===== config.mk =====
export PLATFORM = sky130hd
export DESIGN_NAME = zx_memctl_top
export DESIGN_NICKNAME = d
export VERILOG_FILES = /design/src/verilog/zx_pkg.sv /design/src/verilog/zbus_if.sv /design/src/verilog/pager.sv /design/src/verilog/zports.sv /design/src/verilog/zsignals.sv /design/src/verilog/zx_memctl_top.sv
export SDC_FILE = /design/constraint.sdc
export NUM_CORES = 1
export LEC_CHECK = 0
export BUFFER_PORTS_ARGS = -buffer_cell sky130_fd_sc_hd__buf_2
export CAP_MARGIN = 20
export CORE_MARGIN = 10
export CORE_UTILIZATION = 47
export DETAILED_ROUTE_END_ITERATION = 7
export PLACE_DENSITY = 0.67
export RECOVER_POWER = 100
export SLEW_MARGIN = 40
export SYNTH_ARGS = -nofsm -noshare
export SYNTH_HDL_FRONTEND = slang
export SYNTH_SLANG_ARGS = --single-unit

===== constraint.sdc =====
create_clock -name fclk -period 2.6 [get_ports fclk]
set_input_delay 0.52 -clock fclk [delete_from_list [all_inputs] [get_ports fclk]]
set_output_delay 0.52 -clock fclk [all_outputs]
set_load 0.02 [all_outputs]

===== src/verilog/zx_pkg.sv =====
`default_nettype none

package zx_pkg;

	////////////////////////////////////////////////////////////
	// bus and page widths
	////////////////////////////////////////////////////////////

	localparam int ADDR_W = 16;
	localparam int DATA_W = 8;
	localparam int PAGE_W = 8;

	// window is the top two address bits
	localparam int WIN_W = 2;

	typedef logic [ADDR_W-1:0] addr_t;
	typedef logic [DATA_W-1:0] data_t;
	typedef logic [PAGE_W-1:0] page_t;
	typedef logic [WIN_W-1:0]  win_t;

	// flops per synchroniser chain
	localparam int SYNC_STAGES = 2;

	////////////////////////////////////////////////////////////
	// extended ports, xxAF
	////////////////////////////////////////////////////////////

	localparam data_t XT_PORT_LO = 8'hAF;

	// high address byte selects the register
	localparam data_t REG_PAGE0   = 8'h10;
	localparam data_t REG_PAGE1   = 8'h11;
	localparam data_t REG_PAGE2   = 8'h12;
	localparam data_t REG_PAGE3   = 8'h13;
	localparam data_t REG_SYSCONF = 8'h20;
	localparam data_t REG_MEMCONF = 8'h21;

	// page registers after reset
	localparam page_t PAGE0_RST = 8'h00;
	localparam page_t PAGE1_RST = 8'h05;
	localparam page_t PAGE2_RST = 8'h02;
	localparam page_t PAGE3_RST = 8'h00;

	////////////////////////////////////////////////////////////
	// config register fields
	////////////////////////////////////////////////////////////

	// memconf bits for window 0
	localparam int MC_W0_WE  = 1;
	localparam int MC_W0_RAM = 3;

	// turbo lives in sysconf[1:0]
	localparam int TURBO_W = 2;

endpackage

`default_nettype wire

===== src/verilog/zbus_if.sv =====
`timescale 1ns/1ps
`default_nettype none

// z80 bus after the synchronisers
interface zbus_if;
	import zx_pkg::*;

	addr_t a;
	data_t d;

	// level, high during a synchronised io read
	logic iord;
	// one fclk wide per io write
	logic iowr_s;

	modport sync (
		output a,
		output d,
		output iord,
		output iowr_s
	);

	modport port (
		input a,
		input d,
		input iord,
		input iowr_s
	);

	modport map (
		input a
	);

endinterface

`default_nettype wire


===== src/verilog/pager.sv =====
`timescale 1ns/1ps
`default_nettype none

module pager (
	zbus_if.map           bus,
	input  zx_pkg::page_t page_regs [4],
	input  zx_pkg::data_t memconf,
	output zx_pkg::page_t page,
	output logic          csrom,
	output logic          rw_en
);
	import zx_pkg::*;

	win_t win;
	logic win0;
	logic w0_ram;
	logic w0_we;

	////////////////////////////////////////////////////////////
	// window select
	////////////////////////////////////////////////////////////

	// 16k windows, top address bits
	assign win  = bus.a[ADDR_W-1 -: WIN_W];
	assign win0 = win == '0;

	assign page = page_regs[win];

	////////////////////////////////////////////////////////////
	// rom / ram for window 0
	////////////////////////////////////////////////////////////

	assign w0_ram = memconf[MC_W0_RAM];
	assign w0_we  = memconf[MC_W0_WE];

	// ram in window 0 only when memconf asks for it
	assign csrom = win0 & ~w0_ram;

	// rom is read only unless write-enabled
	assign rw_en = ~(csrom & ~w0_we);

endmodule

`default_nettype wire


===== src/verilog/zports.sv =====
`timescale 1ns/1ps
`default_nettype none

module zports (
	input  logic                       fclk,
	input  logic                       rst_n,
	zbus_if.port                       bus,
	output zx_pkg::page_t              page_regs [4],
	output zx_pkg::data_t              memconf,
	output logic [zx_pkg::TURBO_W-1:0] turbo,
	output zx_pkg::data_t              d_out,
	output logic                       d_oe
);
	import zx_pkg::*;

	data_t sysconf;

	logic       xt_lo;
	data_t      hi;
	logic [3:0] sel_page;
	logic       sel_sysconf;
	logic       sel_memconf;
	logic       hit;
	data_t      rd_val;

	////////////////////////////////////////////////////////////
	// port decode
	////////////////////////////////////////////////////////////

	assign xt_lo = bus.a[7:0] == XT_PORT_LO;
	assign hi    = bus.a[ADDR_W-1:8];

	// unused high bytes at AF fall through with no select
	always_comb begin
		sel_page    = '0;
		sel_sysconf = 1'b0;
		sel_memconf = 1'b0;
		rd_val      = '0;
		if (xt_lo) begin
			case (hi)
				REG_PAGE0: begin
					sel_page[0] = 1'b1;
					rd_val      = page_regs[0];
				end
				REG_PAGE1: begin
					sel_page[1] = 1'b1;
					rd_val      = page_regs[1];
				end
				REG_PAGE2: begin
					sel_page[2] = 1'b1;
					rd_val      = page_regs[2];
				end
				REG_PAGE3: begin
					sel_page[3] = 1'b1;
					rd_val      = page_regs[3];
				end
				REG_SYSCONF: begin
					sel_sysconf = 1'b1;
					rd_val      = sysconf;
				end
				REG_MEMCONF: begin
					sel_memconf = 1'b1;
					rd_val      = memconf;
				end
				default: begin
					rd_val = '0;
				end
			endcase
		end
	end

	assign hit = |sel_page | sel_sysconf | sel_memconf;

	////////////////////////////////////////////////////////////
	// config registers
	////////////////////////////////////////////////////////////

	always_ff @(posedge fclk or negedge rst_n) begin
		if (!rst_n) begin
			page_regs[0] <= PAGE0_RST;
			page_regs[1] <= PAGE1_RST;
			page_regs[2] <= PAGE2_RST;
			page_regs[3] <= PAGE3_RST;
			sysconf      <= '0;
			memconf      <= '0;
		end else if (bus.iowr_s) begin
			for (int i = 0; i < 4; i++) begin
				if (sel_page[i])
					page_regs[i] <= bus.d;
			end
			if (sel_sysconf)
				sysconf <= bus.d;
			if (sel_memconf)
				memconf <= bus.d;
		end
	end

	// only the clock generator would use this
	assign turbo = sysconf[TURBO_W-1:0];

	////////////////////////////////////////////////////////////
	// read back
	////////////////////////////////////////////////////////////

	assign d_out = rd_val;
	assign d_oe  = bus.iord & hit;

	// one register load per io write
	a_wr_one_cycle: assert property (@(posedge fclk) disable iff (!rst_n)
		bus.iowr_s |=> !bus.iowr_s);

endmodule

`default_nettype wire


===== src/verilog/zsignals.sv =====
`timescale 1ns/1ps
`default_nettype none

module zsignals (
	input  logic          fclk,
	input  logic          rst_n,
	input  logic          iorq_n,
	input  logic          mreq_n,
	input  logic          rd_n,
	input  logic          wr_n,
	input  logic          m1_n,
	input  zx_pkg::addr_t a,
	input  zx_pkg::data_t d_in,
	zbus_if.sync          bus
);
	import zx_pkg::*;

	// strobes in active-high form, bit 0 is the first stage
	logic [SYNC_STAGES-1:0] iorq_q;
	logic [SYNC_STAGES-1:0] mreq_q;
	logic [SYNC_STAGES-1:0] rd_q;
	logic [SYNC_STAGES-1:0] wr_q;
	logic [SYNC_STAGES-1:0] m1_q;

	addr_t a_q [SYNC_STAGES];
	data_t d_q [SYNC_STAGES];

	logic io_cyc;
	logic iowr_lvl;
	logic iowr_lvl_d;
	logic iowr_q;

	always_ff @(posedge fclk or negedge rst_n) begin
		if (!rst_n) begin
			iorq_q <= '0;
			mreq_q <= '0;
			rd_q   <= '0;
			wr_q   <= '0;
			m1_q   <= '0;
		end else begin
			iorq_q <= {iorq_q[SYNC_STAGES-2:0], ~iorq_n};
			mreq_q <= {mreq_q[SYNC_STAGES-2:0], ~mreq_n};
			rd_q   <= {rd_q[SYNC_STAGES-2:0], ~rd_n};
			wr_q   <= {wr_q[SYNC_STAGES-2:0], ~wr_n};
			m1_q   <= {m1_q[SYNC_STAGES-2:0], ~m1_n};
		end
	end

	// address and data ride alongside the strobes
	always_ff @(posedge fclk) begin
		a_q[0] <= a;
		d_q[0] <= d_in;
		for (int i = 1; i < SYNC_STAGES; i++) begin
			a_q[i] <= a_q[i-1];
			d_q[i] <= d_q[i-1];
		end
	end

	// no io while mreq is low, and not during intack (m1)
	assign io_cyc   = iorq_q[SYNC_STAGES-1] & ~mreq_q[SYNC_STAGES-1] & ~m1_q[SYNC_STAGES-1];
	assign iowr_lvl = io_cyc & wr_q[SYNC_STAGES-1];

	// rising edge of the write condition
	always_ff @(posedge fclk or negedge rst_n) begin
		if (!rst_n) begin
			iowr_lvl_d <= 1'b0;
			iowr_q     <= 1'b0;
		end else begin
			iowr_lvl_d <= iowr_lvl;
			iowr_q     <= iowr_lvl & ~iowr_lvl_d;
		end
	end

	assign bus.a      = a_q[SYNC_STAGES-1];
	assign bus.d      = d_q[SYNC_STAGES-1];
	assign bus.iord   = io_cyc & rd_q[SYNC_STAGES-1];
	assign bus.iowr_s = iowr_q;

	a_rd_wr_excl: assert property (@(posedge fclk) disable iff (!rst_n)
		!(bus.iowr_s && bus.iord));

endmodule

`default_nettype wire


===== src/verilog/zx_memctl_top.sv =====
`timescale 1ns/1ps
`default_nettype none

module zx_memctl_top (
	input  logic                       fclk,
	input  logic                       rst_n,

	// z80
	input  logic                       iorq_n,
	input  logic                       mreq_n,
	input  logic                       rd_n,
	input  logic                       wr_n,
	input  logic                       m1_n,
	input  zx_pkg::addr_t              a,
	input  zx_pkg::data_t              d_in,
	output zx_pkg::data_t              d_out,
	output logic                       d_oe,

	// memory paging
	output zx_pkg::page_t              page,
	output logic                       csrom,
	output logic                       rw_en,

	output logic [zx_pkg::TURBO_W-1:0] turbo
);
	import zx_pkg::*;

	page_t page_regs [4];
	data_t memconf;

	zbus_if zbus ();

	zsignals u_zsignals (
		.fclk   (fclk),
		.rst_n  (rst_n),
		.iorq_n (iorq_n),
		.mreq_n (mreq_n),
		.rd_n   (rd_n),
		.wr_n   (wr_n),
		.m1_n   (m1_n),
		.a      (a),
		.d_in   (d_in),
		.bus    (zbus.sync)
	);

	zports u_zports (
		.fclk      (fclk),
		.rst_n     (rst_n),
		.bus       (zbus.port),
		.page_regs (page_regs),
		.memconf   (memconf),
		.turbo     (turbo),
		.d_out     (d_out),
		.d_oe      (d_oe)
	);

	pager u_pager (
		.bus       (zbus.map),
		.page_regs (page_regs),
		.memconf   (memconf),
		.page      (page),
		.csrom     (csrom),
		.rw_en     (rw_en)
	);

endmodule

`default_nettype wire


==> results.sh <==
export IMPL_run_status="complete, but fails checks"
export IMPL_failed_checks="max-capacitance violations, max-slew violations"
export IMPL_finalCritPeriodShare_pct=96.3
export IMPL_min_path_type="input pin to register"
export IMPL_final_min_clock_period_ns=2.50
export IMPL_vias_in_the_first_global_route=2623
export IMPL_critical_path_startpoint_type="register"
export IMPL_globalRouteMet1Util_pct=17.9
export IMPL_net_total_in_the_final_layout=379
export IMPL_worstSetupPathType="register to output port"
export IMPL_global_route_wire_length_before_repair_microns=14100
export IMPL_worst_ir_drop_vdd_mv=0.389
export IMPL_die_x_microns=112
export IMPL_synth_seq_cells=108
export IMPL_rsz_0062_raised_after_global_routing="no"
export IMPL_timing_setup_tns_ns=0
export IMPL_route_antenna_remaining_nets=0
export IMPL_die_area_sq_um=12500
export IMPL_ys_async_sr_fraction_pct=55.6
export IMPL_dr_first_iter_drc_count=155
export IMPL_io_buffers=51
export IMPL_synth_nets=300
export IMPL_post_drt_via_cell_ratio=5.39
export IMPL_cap_violations=1
export IMPL_number_of_hold_buffers_added_after_cts=0
export IMPL_areaGrowthSynthToFinish_pct=18.4
export IMPL_clk_insertion_delay_late_ns=0.37
export IMPL_drive_gt1_share_pct=43.6
export IMPL_synth_seq_area_share_pct=62.5
export IMPL_gr_usage_met3_pct=4.99
export IMPL_initial_core_utilization_pct=48.2
export IMPL_gp_weighted_congestion=0.808
export IMPL_initial_antenna_violation_count=0
export IMPL_crit_path_end_kind="output port"
export IMPL_numCtsBuffers=9
export IMPL_chipHeight_microns=112
export IMPL_gr_usage_met2_pct=22.3
export IMPL_numClockSinks=108
export IMPL_wire_per_inst_microns=18.9
export IMPL_finalPower_w=0.00286
export IMPL_worstPathMaxFanout=6
export IMPL_number_of_enable_type_register_cells_in_the_synthesized_netlist=0
export IMPL_setup_viol=0
export IMPL_syn_cell_area_sq_um=3940
export IMPL_diodes_inserted=0
export IMPL_first_pass_iters=4
export IMPL_total_number_of_vias=2470
export IMPL_clockBufferDepth=2
export IMPL_top_usage_layer="met2"
export IMPL_max_slew_margin_rel_pct=-3.19
export IMPL_max_freq_mhz=399
export IMPL_grt_overflow_total=0
export IMPL_final_max_slew_viol_count=29
export IMPL_worst_ep_required_time_ns=2.08
export IMPL_grtUsageTotal_pct=14.1
export IMPL_tritoncts="yes"
export IMPL_cts_htree_levels=3
export IMPL_ys_flop_type="dfrtp_1"
export IMPL_clock_slew_at_the_register_clock_pins_of_the_worst_setup_and_hold_paths_ns=0.11
export IMPL_largest_net_degree_at_the_start_of_global_routing=29
export IMPL_worst_pin_slew_ns=1.55
export IMPL_remaining_drc_errors=0
export IMPL_final_hold_violation_count=0
export IMPL_fin_ws_ns=0.0961
export IMPL_coreArea_sq_um=8180
export IMPL_timing_hold_ws_ns=0.244
export IMPL_yosysWarningCount=0
export IMPL_synthDistinctLibCells=40
export IMPL_worst_endpoint_arrival_ns=1.98
export IMPL_dp_slack_ns=0.298
export IMPL_detailed_place_hpwl_microns=5920
export IMPL_pwr_density_cell_nw_per_um2=612
export IMPL_rows=33
export IMPL_wl_final_microns=8680
export IMPL_clk_root_buffer_cell="clkbuf_8"
export IMPL_fin_worst_skew_ns=0.0135
export IMPL_leakage_nw=2.11
export IMPL_synthCells=269
export IMPL_postSynthAreaPerCell_sq_um=14.7
export IMPL_io_pins=52
## kinds of logic (layout without fill, tap and decap cells)
logic type	count (synthesis)	after routing	share of synthesized area, %
flops	108	108	62.5
mux	68	68	22.3
simple gates	51	51	8.44
compound gates	27	27	4.82
buf+inv	15	99	1.90
## area by class of cell
class,count,area [sq um]
clock buffers,10,138
clock inverters,6,60.1
inverters,5,18.8
fillers,701,3500
multi-input cells,146,1390
repair buffers,78,460
flip-flops and latches,108,2480
well taps,105,131
## cells in the mapped netlist (2+ instances only)
cell type	number	share of area, %
clkbuf_1	3	0.29
nor3_2	2	0.51
or2_2	4	0.63
nor2_2	3	0.48
mux2_4	8	3.0
nor3_1	3	0.38
nor2_1	3	0.29
mux2_2	47	13
a21oi_1	8	1.0
buf_1	3	0.29
inv_1	5	0.48
a31o_2	2	0.44
buf_4	3	0.57
o22ai_1	2	0.32
dfstp_2	3	2.0
dfrtp_1	57	36
nand2_1	2	0.19
a22o_1	2	0.44
a22oi_1	9	1.7
o22a_1	2	0.44
nand3b_1	5	0.95
mux4_2	8	4.6
mux2i_1	5	1.3
a2bb2oi_1	2	0.44
or3_1	2	0.32
nand3_1	11	1.4
nor2b_1	5	0.79
dfxtp_1	48	24
## stage by stage
stage / cells / util (%) / area, sq um
after floorplan: 269 / - / 3940
after global placement: 431 / 53.7 / 4390
after detailed placement: 431 / 53.7 / 4390
after CTS: 451 / 56.9 / 4650
after global routing: 458 / 57.1 / 4670
final: 458 / 57.1 / 4670
## timing repair
item,in CTS,in global routing
pin swaps,1,5
setup buffers,3,7
cloned,1,0
endpoints found under the setup margin,8,9
gates resized for setup,9,16
## cells in the final DEF, fill, tap and decap left out, types with 8 or more instances in the layout
master	synthesis	layout
nand3_1	11	11
clkbuf_8	0	10
buf_4	3	23
buf_2	0	32
mux2_2	47	47
mux2_1	0	8
mux4_2	8	8
dfrtp_1	57	57
dfxtp_1	48	44
clkbuf_1	3	17
a22oi_1	9	9
## metal layers
layer,share of wire [%],routed length (microns)
met1,46,4000
met4,1.2,105
met2,49,4220
met5,0,0
met3,4.1,357
## final timing paths
check / start / end / slack [ns] / depth (start not counted)
worst max-delay path: u_zsignals.a_q[0][30] / d_out[2] / 0.1 / 7
max in group asynchronous: rst_n / u_zsignals.m1_q[1] / 0.69 / 2
worst max register to register: u_zsignals.a_q[0][28] / u_zports.page_regs[10] / 0.22 / 7
worst min-delay path: a[6] / u_zsignals.a_q[0][6] / 0.24 / 1
min in group asynchronous: rst_n / u_zports.page_regs[12] / 0.51 / 1
worst min register to register: u_zsignals.d_q[0][0] / u_zsignals.d_q[0][8] / 0.33 / 0
## critical path, stage by stage, from the launching register on
cell	delay [ns]
dfxtp_4	0.37
buf_12	0.13
nor4b_4	0.30
buf_4	0.19
nand3_1	0.08
a31o_2	0.25
a21oi_2	0.16
buf_6	0.14
## state kept, by name, indices dropped and copies added, names as in the netlist
| name | count |
|---|---|
| u_zports.page_regs | 32 |
| u_zsignals.a_q | 32 |
| u_zsignals.d_q | 16 |
| u_zports.memconf | 8 |
| u_zports.sysconf | 8 |
| u_zsignals.iorq_q | 2 |
| u_zsignals.m1_q | 2 |
| u_zsignals.mreq_q | 2 |
| u_zsignals.rd_q | 2 |
| u_zsignals.wr_q | 2 |
| u_zsignals.bus.iowr_s | 1 |
| u_zsignals.iowr_lvl_d | 1 |
## power by group
group          internal [W]  switching [W]
Combinational     0.0000535      0.0000595
Clock              0.000404       0.000596
Sequential          0.00172      0.0000301
Power figures use the tool's default switching activity.
